==> src/source/oldland_isa_pkg.sv <==
package oldland_isa_pkg;

	// ~~~~~~~~~~~~~~~~~~~~
	// encodings
	// ~~~~~~~~~~~~~~~~~~~~

	// top two bits of every instruction word
	typedef enum logic [1:0] {
		class_arith  = 2'd0,
		class_branch = 2'd1,
		class_mem    = 2'd2,
		class_misc   = 2'd3
	} instr_class_e;

	// arithmetic opcode field
	typedef enum logic [3:0] {
		opc_add   = 4'h0,
		opc_sub   = 4'h1,
		opc_and   = 4'h2,
		opc_or    = 4'h3,
		opc_xor   = 4'h4,
		opc_lsl   = 4'h5,
		opc_lsr   = 4'h6,
		opc_asr   = 4'h7,
		opc_mov   = 4'h8,
		opc_movhi = 4'h9,
		opc_cmp   = 4'ha
	} alu_opcode_e;

	// misc class reuses the opcode field
	localparam logic [3:0] misc_halt = 4'h0;

	// lt and ge look only at carry so they are unsigned
	typedef enum logic [2:0] {
		cond_always = 3'd0,
		cond_eq     = 3'd1,
		cond_ne     = 3'd2,
		cond_lt     = 3'd3,
		cond_ge     = 3'd4
	} branch_cond_e;

	// ~~~~~~~~~~~~~~~~~~~~
	// field positions
	// ~~~~~~~~~~~~~~~~~~~~

	localparam int class_msb = 31;
	localparam int class_lsb = 30;
	localparam int opc_msb = 29;
	localparam int opc_lsb = 26;
	localparam int cond_msb = 28;
	localparam int cond_lsb = 26;
	// set for a store in the mem class
	localparam int store_bit = 28;
	// branch through ra instead of the pc relative offset
	localparam int branch_ra_bit = 25;
	localparam int imm16_msb = 25;
	localparam int imm16_lsb = 10;
	// second operand from rb instead of the immediate
	localparam int op2_rb_bit = 9;
	localparam int rd_msb = 8;
	localparam int rd_lsb = 6;
	localparam int ra_msb = 5;
	localparam int ra_lsb = 3;
	localparam int rb_msb = 2;
	localparam int rb_lsb = 0;
	// branch offset in words
	localparam int imm24_msb = 23;
	localparam int imm24_lsb = 0;

endpackage
==> src/source/oldland_pipe_pkg.sv <==
package oldland_pipe_pkg;

	// ~~~~~~~~~~~~~~~~~~~~
	// stage bundles
	// ~~~~~~~~~~~~~~~~~~~~

	// decode output held for execute memory and writeback
	typedef struct packed {
		logic [2:0] rd_sel;
		logic update_rd;
		logic [31:0] imm32;
		oldland_isa_pkg::alu_opcode_e alu_opc;
		oldland_isa_pkg::branch_cond_e branch_condition;
		logic is_branch;
		logic branch_ra;
		logic alu_op1_ra;
		logic alu_op2_rb;
		logic mem_load;
		logic mem_store;
		logic halt;
	} decode_ctl_t;

	// execute output
	typedef struct packed {
		logic [31:0] alu_result;
		logic [31:0] mem_addr;
		logic [31:0] store_data;
		logic branch_taken;
		logic [31:0] branch_target;
	} exec_result_t;

	// ~~~~~~~~~~~~~~~~~~~~
	// axi4-lite channels
	// ~~~~~~~~~~~~~~~~~~~~

	// master to slave read side
	typedef struct packed {
		logic [31:0] araddr;
		logic arvalid;
		logic rready;
	} axil_rd_req_t;

	// slave to master read side
	typedef struct packed {
		logic arready;
		logic [31:0] rdata;
		logic [1:0] rresp;
		logic rvalid;
	} axil_rd_rsp_t;

	// master to slave write side
	typedef struct packed {
		logic [31:0] awaddr;
		logic awvalid;
		logic [31:0] wdata;
		logic [3:0] wstrb;
		logic wvalid;
		logic bready;
	} axil_wr_req_t;

	// slave to master write side
	typedef struct packed {
		logic awready;
		logic wready;
		logic [1:0] bresp;
		logic bvalid;
	} axil_wr_rsp_t;

endpackage

==> src/source/oldland_cpu.sv <==
module oldland_cpu #(
	parameter logic [31:0] RESET_PC = 32'h0
) (
	input  logic clk,
	input  logic reset,
	input  oldland_pipe_pkg::axil_rd_rsp_t imem_rsp,
	input  oldland_pipe_pkg::axil_rd_rsp_t dmem_rd_rsp,
	input  oldland_pipe_pkg::axil_wr_rsp_t dmem_wr_rsp,
	output oldland_pipe_pkg::axil_rd_req_t imem_req,
	output oldland_pipe_pkg::axil_rd_req_t dmem_rd_req,
	output oldland_pipe_pkg::axil_wr_req_t dmem_wr_req,
	output logic halted
);
	import oldland_pipe_pkg::*;

	logic [31:0] instr;
	logic [31:0] pc;
	logic [2:0] ra_sel;
	logic [2:0] rb_sel;
	logic [31:0] ra_data;
	logic [31:0] rb_data;
	logic [31:0] load_data;
	logic decode_en;
	logic exec_en;
	logic mem_start;
	logic mem_done;
	logic wb_en;
	logic is_mem;
	logic rf_wr_en;
	logic [31:0] rf_wr_data;
	decode_ctl_t ctl;
	exec_result_t result;

	assign is_mem = ctl.mem_load || ctl.mem_store;

	// writeback picks the lsu data for loads
	assign rf_wr_en = wb_en && (ctl.update_rd || ctl.mem_load);
	assign rf_wr_data = ctl.mem_load ? load_data : result.alu_result;

	oldland_fetch #(.RESET_PC(RESET_PC)) u_fetch (
		.clk, .reset, .imem_rsp,
		.halt_req(ctl.halt), .is_mem, .mem_done,
		.branch_taken(result.branch_taken), .branch_target(result.branch_target),
		.imem_req, .instr, .pc,
		.decode_en, .exec_en, .mem_start, .wb_en, .halted
	);

	oldland_decode u_decode (
		.clk, .instr, .decode_en, .ra_sel, .rb_sel, .ctl
	);

	oldland_regfile u_regfile (
		.clk, .reset, .ra_sel, .rb_sel,
		.wr_en(rf_wr_en), .wr_sel(ctl.rd_sel), .wr_data(rf_wr_data),
		.ra_data, .rb_data
	);

	oldland_exec u_exec (
		.clk, .reset, .exec_en, .ctl, .pc, .ra_data, .rb_data, .result
	);

	oldland_lsu u_lsu (
		.clk, .reset, .mem_start, .ctl, .result,
		.dmem_rd_rsp, .dmem_wr_rsp, .dmem_rd_req, .dmem_wr_req,
		.load_data, .mem_done
	);

endmodule

==> src/source/oldland_lsu.sv <==
module oldland_lsu (
	input  logic clk,
	input  logic reset,
	input  logic mem_start,
	input  oldland_pipe_pkg::decode_ctl_t ctl,
	input  oldland_pipe_pkg::exec_result_t result,
	input  oldland_pipe_pkg::axil_rd_rsp_t dmem_rd_rsp,
	input  oldland_pipe_pkg::axil_wr_rsp_t dmem_wr_rsp,
	output oldland_pipe_pkg::axil_rd_req_t dmem_rd_req,
	output oldland_pipe_pkg::axil_wr_req_t dmem_wr_req,
	output logic [31:0] load_data,
	output logic mem_done
);

	typedef enum logic [2:0] {
		lsu_idle,
		lsu_write,
		lsu_resp,
		lsu_addr,
		lsu_data
	} lsu_state_e;

	lsu_state_e state;
	// aw and w may complete in either order
	logic aw_done;
	logic w_done;
	logic aw_ok;
	logic w_ok;
	logic [31:0] addr_q;
	logic [31:0] wdata_q;

	// write side with whole words only
	assign dmem_wr_req.awaddr = addr_q;
	assign dmem_wr_req.awvalid = state == lsu_write && !aw_done;
	assign dmem_wr_req.wdata = wdata_q;
	assign dmem_wr_req.wstrb = 4'hf;
	assign dmem_wr_req.wvalid = state == lsu_write && !w_done;
	assign dmem_wr_req.bready = state == lsu_resp;

	// read side
	assign dmem_rd_req.araddr = addr_q;
	assign dmem_rd_req.arvalid = state == lsu_addr;
	assign dmem_rd_req.rready = state == lsu_data;

	assign aw_ok = aw_done || (dmem_wr_req.awvalid && dmem_wr_rsp.awready);
	assign w_ok = w_done || (dmem_wr_req.wvalid && dmem_wr_rsp.wready);

	// done on the last handshake of either access
	assign mem_done = (state == lsu_resp && dmem_wr_rsp.bvalid) ||
		(state == lsu_data && dmem_rd_rsp.rvalid);

	// payload captured at start and held through the access
	always_ff @(posedge clk) begin
		if (state == lsu_idle && mem_start) begin
			addr_q <= result.mem_addr;
			wdata_q <= result.store_data;
		end
		if (state == lsu_data && dmem_rd_rsp.rvalid)
			load_data <= dmem_rd_rsp.rdata;
	end

	always_ff @(posedge clk) begin
		if (reset) begin
			state <= lsu_idle;
			aw_done <= 1'b0;
			w_done <= 1'b0;
		end else begin
			case (state)
			lsu_idle: begin
				aw_done <= 1'b0;
				w_done <= 1'b0;
				if (mem_start)
					state <= ctl.mem_store ? lsu_write : lsu_addr;
			end
			lsu_write: begin
				aw_done <= aw_ok;
				w_done <= w_ok;
				if (aw_ok && w_ok)
					state <= lsu_resp;
			end
			lsu_resp: if (dmem_wr_rsp.bvalid) state <= lsu_idle;
			lsu_addr: if (dmem_rd_rsp.arready) state <= lsu_data;
			lsu_data: if (dmem_rd_rsp.rvalid) state <= lsu_idle;
			default: state <= lsu_idle;
			endcase
		end
	end

endmodule

==> src/source/oldland_exec.sv <==
module oldland_exec (
	input  logic clk,
	input  logic reset,
	input  logic exec_en,
	input  oldland_pipe_pkg::decode_ctl_t ctl,
	input  logic [31:0] pc,
	input  logic [31:0] ra_data,
	input  logic [31:0] rb_data,
	output oldland_pipe_pkg::exec_result_t result
);
	import oldland_isa_pkg::*;

	logic [31:0] op1;
	logic [31:0] op2;
	logic [31:0] sum;
	logic [31:0] diff;
	logic [31:0] alu_out;
	logic [4:0] shamt;
	logic zero_flag;
	logic carry_flag;
	logic cond_met;

	// ~~~~~~~~~~~~~~~~~~~~
	// alu
	// ~~~~~~~~~~~~~~~~~~~~

	assign op1 = ctl.alu_op1_ra ? ra_data : 32'd0;
	assign op2 = ctl.alu_op2_rb ? rb_data : ctl.imm32;
	assign sum = op1 + op2;
	assign diff = op1 - op2;
	// shifts use the low five bits only
	assign shamt = op2[4:0];

	always_comb begin
		case (ctl.alu_opc)
		opc_add: alu_out = sum;
		opc_sub: alu_out = diff;
		opc_and: alu_out = op1 & op2;
		opc_or: alu_out = op1 | op2;
		opc_xor: alu_out = op1 ^ op2;
		opc_lsl: alu_out = op1 << shamt;
		opc_lsr: alu_out = op1 >> shamt;
		opc_asr: alu_out = $signed(op1) >>> shamt;
		// movhi already has its immediate shifted up by decode
		opc_mov, opc_movhi: alu_out = op2;
		opc_cmp: alu_out = diff;
		default: alu_out = sum;
		endcase
	end

	// ~~~~~~~~~~~~~~~~~~~~
	// flags
	// ~~~~~~~~~~~~~~~~~~~~

	// only cmp touches the flags
	always_ff @(posedge clk) begin
		if (reset) begin
			zero_flag <= 1'b0;
			carry_flag <= 1'b0;
		end else if (exec_en && ctl.alu_opc == opc_cmp) begin
			zero_flag <= op1 == op2;
			// unsigned borrow
			carry_flag <= op1 < op2;
		end
	end

	// ~~~~~~~~~~~~~~~~~~~~
	// branch
	// ~~~~~~~~~~~~~~~~~~~~

	always_comb begin
		case (ctl.branch_condition)
		cond_always: cond_met = 1'b1;
		cond_eq: cond_met = zero_flag;
		cond_ne: cond_met = !zero_flag;
		cond_lt: cond_met = carry_flag;
		cond_ge: cond_met = !carry_flag;
		default: cond_met = 1'b0;
		endcase
	end

	assign result.alu_result = alu_out;
	// loads and stores run the alu as ra plus imm
	assign result.mem_addr = sum;
	assign result.store_data = rb_data;
	assign result.branch_taken = ctl.is_branch && cond_met;
	// offset counts from the following instruction
	assign result.branch_target = ctl.branch_ra ? ra_data : pc + 32'd4 + ctl.imm32;

endmodule

==> src/source/oldland_regfile.sv <==
module oldland_regfile (
	input  logic clk,
	input  logic reset,
	input  logic [2:0] ra_sel,
	input  logic [2:0] rb_sel,
	input  logic wr_en,
	input  logic [2:0] wr_sel,
	input  logic [31:0] wr_data,
	output logic [31:0] ra_data,
	output logic [31:0] rb_data
);

	logic [31:0] regs [8];

	// reads straight out of the array
	assign ra_data = regs[ra_sel];
	assign rb_data = regs[rb_sel];

	always_ff @(posedge clk) begin
		if (reset) begin
			for (int i = 0; i < 8; i++)
				regs[i] <= '0;
		end else if (wr_en) begin
			regs[wr_sel] <= wr_data;
		end
	end

endmodule

==> src/source/oldland_decode.sv <==
module oldland_decode (
	input  logic clk,
	input  logic [31:0] instr,
	input  logic decode_en,
	output logic [2:0] ra_sel,
	output logic [2:0] rb_sel,
	output oldland_pipe_pkg::decode_ctl_t ctl
);
	import oldland_isa_pkg::*;

	instr_class_e iclass;
	logic [3:0] opcode;
	logic [31:0] imm16;
	logic [31:0] imm24;

	assign iclass = instr_class_e'(instr[class_msb:class_lsb]);
	assign opcode = instr[opc_msb:opc_lsb];

	// sign extended immediates
	assign imm16 = {{16{instr[imm16_msb]}}, instr[imm16_msb:imm16_lsb]};
	// branch offset counts words
	assign imm24 = {{6{instr[imm24_msb]}}, instr[imm24_msb:imm24_lsb], 2'b00};

	// register selects leave combinationally
	// so the register file read lands in this same cycle
	assign ra_sel = instr[ra_msb:ra_lsb];
	assign rb_sel = instr[rb_msb:rb_lsb];

	always_ff @(posedge clk) begin
		if (decode_en) begin
			ctl.rd_sel <= instr[rd_msb:rd_lsb];
			// non-arith classes run the alu as an adder
			ctl.alu_opc <= iclass == class_arith ? alu_opcode_e'(opcode) : opc_add;
			// cmp only sets flags and loads write rd from the lsu
			ctl.update_rd <= iclass == class_arith && opcode != opc_cmp;
			ctl.branch_condition <= branch_cond_e'(instr[cond_msb:cond_lsb]);

			// movhi puts its immediate in the upper half
			if (iclass == class_branch)
				ctl.imm32 <= imm24;
			else if (iclass == class_arith && opcode == opc_movhi)
				ctl.imm32 <= {instr[imm16_msb:imm16_lsb], 16'b0};
			else
				ctl.imm32 <= imm16;

			ctl.is_branch <= iclass == class_branch;
			ctl.branch_ra <= iclass == class_branch && instr[branch_ra_bit];

			// mem class adds ra and the immediate for the address
			ctl.alu_op1_ra <= iclass == class_arith || iclass == class_mem;
			ctl.alu_op2_rb <= iclass == class_arith && instr[op2_rb_bit];

			ctl.mem_load <= iclass == class_mem && !instr[store_bit];
			ctl.mem_store <= iclass == class_mem && instr[store_bit];

			ctl.halt <= iclass == class_misc && opcode == misc_halt;
		end
	end

endmodule

==> src/source/oldland_fetch.sv <==
module oldland_fetch #(
	parameter logic [31:0] RESET_PC = 32'h0
) (
	input  logic clk,
	input  logic reset,
	input  oldland_pipe_pkg::axil_rd_rsp_t imem_rsp,
	input  logic halt_req,
	input  logic is_mem,
	input  logic mem_done,
	input  logic branch_taken,
	input  logic [31:0] branch_target,
	output oldland_pipe_pkg::axil_rd_req_t imem_req,
	output logic [31:0] instr,
	output logic [31:0] pc,
	output logic decode_en,
	output logic exec_en,
	output logic mem_start,
	output logic wb_en,
	output logic halted
);

	// one instruction at a time through these states
	typedef enum logic [2:0] {
		seq_start,
		seq_fetch_addr,
		seq_fetch_data,
		seq_decode,
		seq_execute,
		seq_memory,
		seq_writeback,
		seq_halted
	} seq_state_e;

	seq_state_e state;

	// instruction read straight from the state
	// the pc is the address and stays put until writeback
	assign imem_req.araddr = pc;
	assign imem_req.arvalid = state == seq_fetch_addr;
	assign imem_req.rready = state == seq_fetch_data;

	// per state enables
	assign decode_en = state == seq_decode;
	assign exec_en = state == seq_execute;
	// single cycle since execute lasts one cycle
	assign mem_start = state == seq_execute && is_mem && !halt_req;
	assign wb_en = state == seq_writeback;
	assign halted = state == seq_halted;

	always_ff @(posedge clk) begin
		if (reset) begin
			state <= seq_start;
			pc <= RESET_PC;
			instr <= '0;
		end else begin
			case (state)
			seq_start: state <= seq_fetch_addr;
			seq_fetch_addr: if (imem_rsp.arready) state <= seq_fetch_data;
			seq_fetch_data: begin
				if (imem_rsp.rvalid) begin
					instr <= imem_rsp.rdata;
					state <= seq_decode;
				end
			end
			seq_decode: state <= seq_execute;
			seq_execute: begin
				// halt skips writeback so the pc stays on the halt
				if (halt_req)
					state <= seq_halted;
				else if (is_mem)
					state <= seq_memory;
				else
					state <= seq_writeback;
			end
			seq_memory: if (mem_done) state <= seq_writeback;
			seq_writeback: begin
				pc <= branch_taken ? branch_target : pc + 32'd4;
				state <= seq_fetch_addr;
			end
			// sticky until reset
			seq_halted: state <= seq_halted;
			default: state <= seq_start;
			endcase
		end
	end

endmodule

==> config.mk <==
export PLATFORM = sky130hd
export DESIGN_NAME = oldland_cpu
export DESIGN_NICKNAME = d
export VERILOG_FILES = /design/src/source/oldland_isa_pkg.sv /design/src/source/oldland_pipe_pkg.sv /design/src/source/oldland_cpu.sv /design/src/source/oldland_lsu.sv /design/src/source/oldland_exec.sv /design/src/source/oldland_regfile.sv /design/src/source/oldland_decode.sv /design/src/source/oldland_fetch.sv
export SDC_FILE = /design/constraint.sdc
export NUM_CORES = 1
export LEC_CHECK = 0
export BUFFER_PORTS_ARGS = -buffer_cell sky130_fd_sc_hd__clkbuf_2
export CORE_UTILIZATION = 38
export CTS_CLUSTER_DIAMETER = 50
export DETAILED_ROUTE_END_ITERATION = 12
export PLACE_DENSITY_LB_ADDON = 0.1
export SLEW_MARGIN = 15
export SYNTH_ARGS = -nofsm -noshare
export SYNTH_HDL_FRONTEND = slang
export SYNTH_HIERARCHICAL = 1
export SYNTH_SLANG_ARGS = --single-unit
==> constraint.sdc <==
create_clock -name clk -period 8.6 [get_ports clk]
set_clock_uncertainty 0.15 [all_clocks]
set_input_delay 0.43 -clock clk [delete_from_list [all_inputs] [get_ports clk]]
set_output_delay 0.43 -clock clk [all_outputs]
set_load 0.005 [all_outputs]
==> results.toml <==
[synth]
post_synth_num_cell_types = 116
synth_top_area_share_pct = 33.51
postSynthCellCount = 3529
ys_dominant_reg_cell = "edfxtp_1"
yosysMostFrequentCell = "edfxtp_1"
yosysWarnings = 6
synthTopCellsByCount = "edfxtp_1 (402), nor3_1 (311), nand2_1 (304)"
synth_area_per_cell_um2 = 10.21
async_flop_share_pct = 0
ys_seq_area_share_pct = 37.63
synth_seq_cells = 476
synth_edf_count = 402
synth_largest_area_cell = "edfxtp_1"
netlist_area_um2 = 36020
synth_area_leaders = "edfxtp_1 (34%), mux4_1 (5.8%), ha_1 (5.5%)"

[floorplan]
fp.dieH_um = 309.9
initial_utilization_pct = 38.48
core_area_um2 = 93610
die_x_um = 309.9
num_rows = 112
num_io_pins = 219
dieArea_um2 = 96030

[worst_setup_path]
crit_start = "u_fetch/instr[0]"
cp-end-kind = "flop"
arrival_ps = 7510
slowest_stage = "a211oi_1"
ff2ff_setup_slack_ps = 1390
cp_cell_sequence = "buf_4, mux4_1, mux2_2, mux2i_4, inv_4, ha_1, fa_1, nor2b_1, o21bai_1, and4_1, or3_1, o31ai_1, buf_4, a211oi_1, nand3_1, a21oi_1, a211oi_1, mux2_4, clkinv_1, nor3_1"
ff2ff_path_depth = 20
reg2reg_from = "u_fetch/instr[0]"
r2r_end = "u_regfile/regs[1][20]"
worst_setup_path_start_kind = "flop"
path_class = "reg -> reg"
cp.required_ps = 8900
critPathMaxStageDelay_ps = 780
critPathMaxFanout = 45

[sta]
fin_crit_ps = 7212
fin_crit_sh_pct = 83.86
relSlewSlack_pct = 13.00
finalSetupTns_ps = 0
tightest_slew_ps = 1293
finalMaxSlewViolations = 0
rsz0062_at_grt = "no"
setup_viol = 0
max_freq_mhz = 138.7
hold_viol = 0

[global_routing]
overflow = 0
grt_max_degree = 97
grt_pass1_vias = 29442
antenna_found_initial = 10
grt_usage_pct = 30.97
grt_first_pass_wirelength_um = 213500

[detailed_routing]
routedWlPerCell_um = 30.78
antenna_left = 0
vias = 30860
via_per_inst = 6.301
drt_pass1_iterations = 6
drc_errors = 0
wl_um = 150800
drt-initial-drc-count = 3445

[hold_path]
hp-class = "in -> reg"
min_to = "u_exec/carry_flag"
worstHoldStart = "reset"
hold_path_depth = 2

[layout]
nets = 3824
final-seq-area_um2 = 13570
area_delta_synth_final_pct = 12.04
n_fill_cell = 9076
drive_above_1_share_pct = 18.72
multi_input_area_um2 = 19840

[placed_design]
place_congestion = 1.018
post-dp-hpwl_um = 108000
io_buffers = 208

[clock_tree]
cts_resized = 0
cts_root_buffer = "clkbuf_16"
clkSlewWorstSetupHoldPaths_ps = 60
h-tree-depth = 3
clk_latency_ps = 650
clockBufferDepth = 3
cts_tree = "yes"
numCtsBuffers = 73
cts.sinks = 476

[pwr]
intPower_mw = 4.906
power_frac_seq_pct = 36.6
switching_share_pct = 32.29
power.switching_mw = 2.339
p_comb_share_pct = 21.4
ir_drop_v = 0.0001305
leakagePower_nw = 14.90
finalPower_mw = 7.245
power_density_nw_per_um2 = 179.5
clkPwrFrac_pct = 42.0

[job]
maxCapViolations = 0

[outcome]
status = "finished, final reports clean"
-- through the flow --
step           setup WS [ps]  util [%]  hold WS [ps]  cell area [µm²]  cells
2_1_floorplan          227.0         -         280.4            36030   3532
3_3_place_gp            1562     39.71         312.6            37180   4694
3_5_place_dp            1516     39.71         325.2            37180   4694
4_1_cts                 1462     43.11         27.80            40360   4897
5_1_grt                 1127     43.11         77.13            40360   4897
6_report                1388     43.11         54.22            40360   4898
-- cells by family (layout without fill, tap and decap cells) --
logic type,Yosys count,in the layout,share of synthesized area (%)
adder cells (fa/ha/maj),162,162,5.690
multiplexers,351,351,16.73
other,1,5,0.01041
buffers and inverters,535,646,7.788
AND/OR/NAND/NOR,1115,1115,15.21
AO/OA/AOI/OAI,823,823,15.35
XOR/XNOR,66,66,1.605
flip-flops,476,476,37.63
-- worst max-delay path by stage --
stage	endpoint	slack, ps
global placement	u_regfile/regs[0][20]	1560
global route	u_regfile/regs[4][29]	1130
finish	u_regfile/regs[1][20]	1390
floorplan	u_lsu/addr_q[0]	230
CTS	u_regfile/regs[1][20]	1460
detailed placement	u_regfile/regs[4][29]	1520
-- final cells by class --
class | count | area share (%)
Inverter | 161 | 1.504
Sequential cell | 476 | 33.61
Multi-Input combinational cell | 2521 | 49.16
Timing Repair Buffer | 350 | 5.643
Clock inverter | 57 | 1.590
Clock buffer | 78 | 4.598
Antenna cell | 1 | 0.006201
Tap cell | 1254 | 3.888
-- layer usage --
layer | wire, µm | share of wire (%) | global-route usage, %
met5 | 45 | 0.030 | 0
met4 | 6886 | 4.6 | 13.69
met3 | 12820 | 8.5 | 6.086
met2 | 66930 | 44 | 47.45
met1 | 64080 | 43 | 42.26
-- flip-flops by register name, summed over array words and instances, names as in the netlist, named ones only --
signal             cells
u_fetch/state          2
u_lsu/state            3
u_decode/ctl          50
u_lsu/addr_q          32
u_fetch/instr         32
u_lsu/wdata_q         32
u_exec/zero_flag       1
u_fetch/pc            32
u_lsu/load_data       32
u_lsu/w_done           1
u_exec/carry_flag      1
u_regfile/regs       256
u_lsu/aw_done          1
-- power groups by stage --
stage	logic (mW)	registers [mW]	clock network, mW
2_1_floorplan	0.969	2.65	0
3_3_place_gp	1.47	2.69	0
3_5_place_dp	1.48	2.70	0
4_1_cts	1.51	2.65	3.09
5_1_grt	1.63	2.66	3.18
6_report	1.55	2.65	3.04
-- timing repair --
item | in CTS | in global routing
setup endpoints to repair | 0 | 0
hold buffers | 68 | 0
hold endpoints to repair | 68 | 0
setup buffers | 0 | 0
-- critical path: cells and delay by family, from the launching register on --
family	cells	cell delay (ps)
fa+ha+maj	2	850
buf+inv	4	1270
flops	1	710
compound gates	5	1290
simple gates	5	1190
mux	4	1520
-- cell usage in the layout, fill, tap and decap left out, types with 22 or more instances in the layout --
| cell | n |
|---|---|
| a211oi_1 | 43 |
| a21oi_1 | 212 |
| o22ai_1 | 57 |
| nor2_1 | 200 |
| clkbuf_16 | 73 |
| xnor2_1 | 45 |
| ha_1 | 159 |
| mux2_2 | 89 |
| a31oi_1 | 29 |
| buf_4 | 74 |
| and2_1 | 40 |
| nor2b_1 | 23 |
| o21ai_0 | 137 |
| mux4_1 | 80 |
| edfxtp_1 | 402 |
| inv_1 | 122 |
| mux2_4 | 31 |
| dlygate4sd3_1 | 68 |
| nor3_1 | 311 |
| nand2b_1 | 22 |
| nand3_1 | 64 |
| clkinv_1 | 44 |
| nand4_1 | 22 |
| o211ai_1 | 35 |
| nand2_1 | 303 |
| clkbuf_2 | 207 |
| mux4_2 | 70 |
| a21o_1 | 33 |
| dfxtp_1 | 68 |
| mux2i_1 | 71 |
Power figures use the tool's default switching activity.
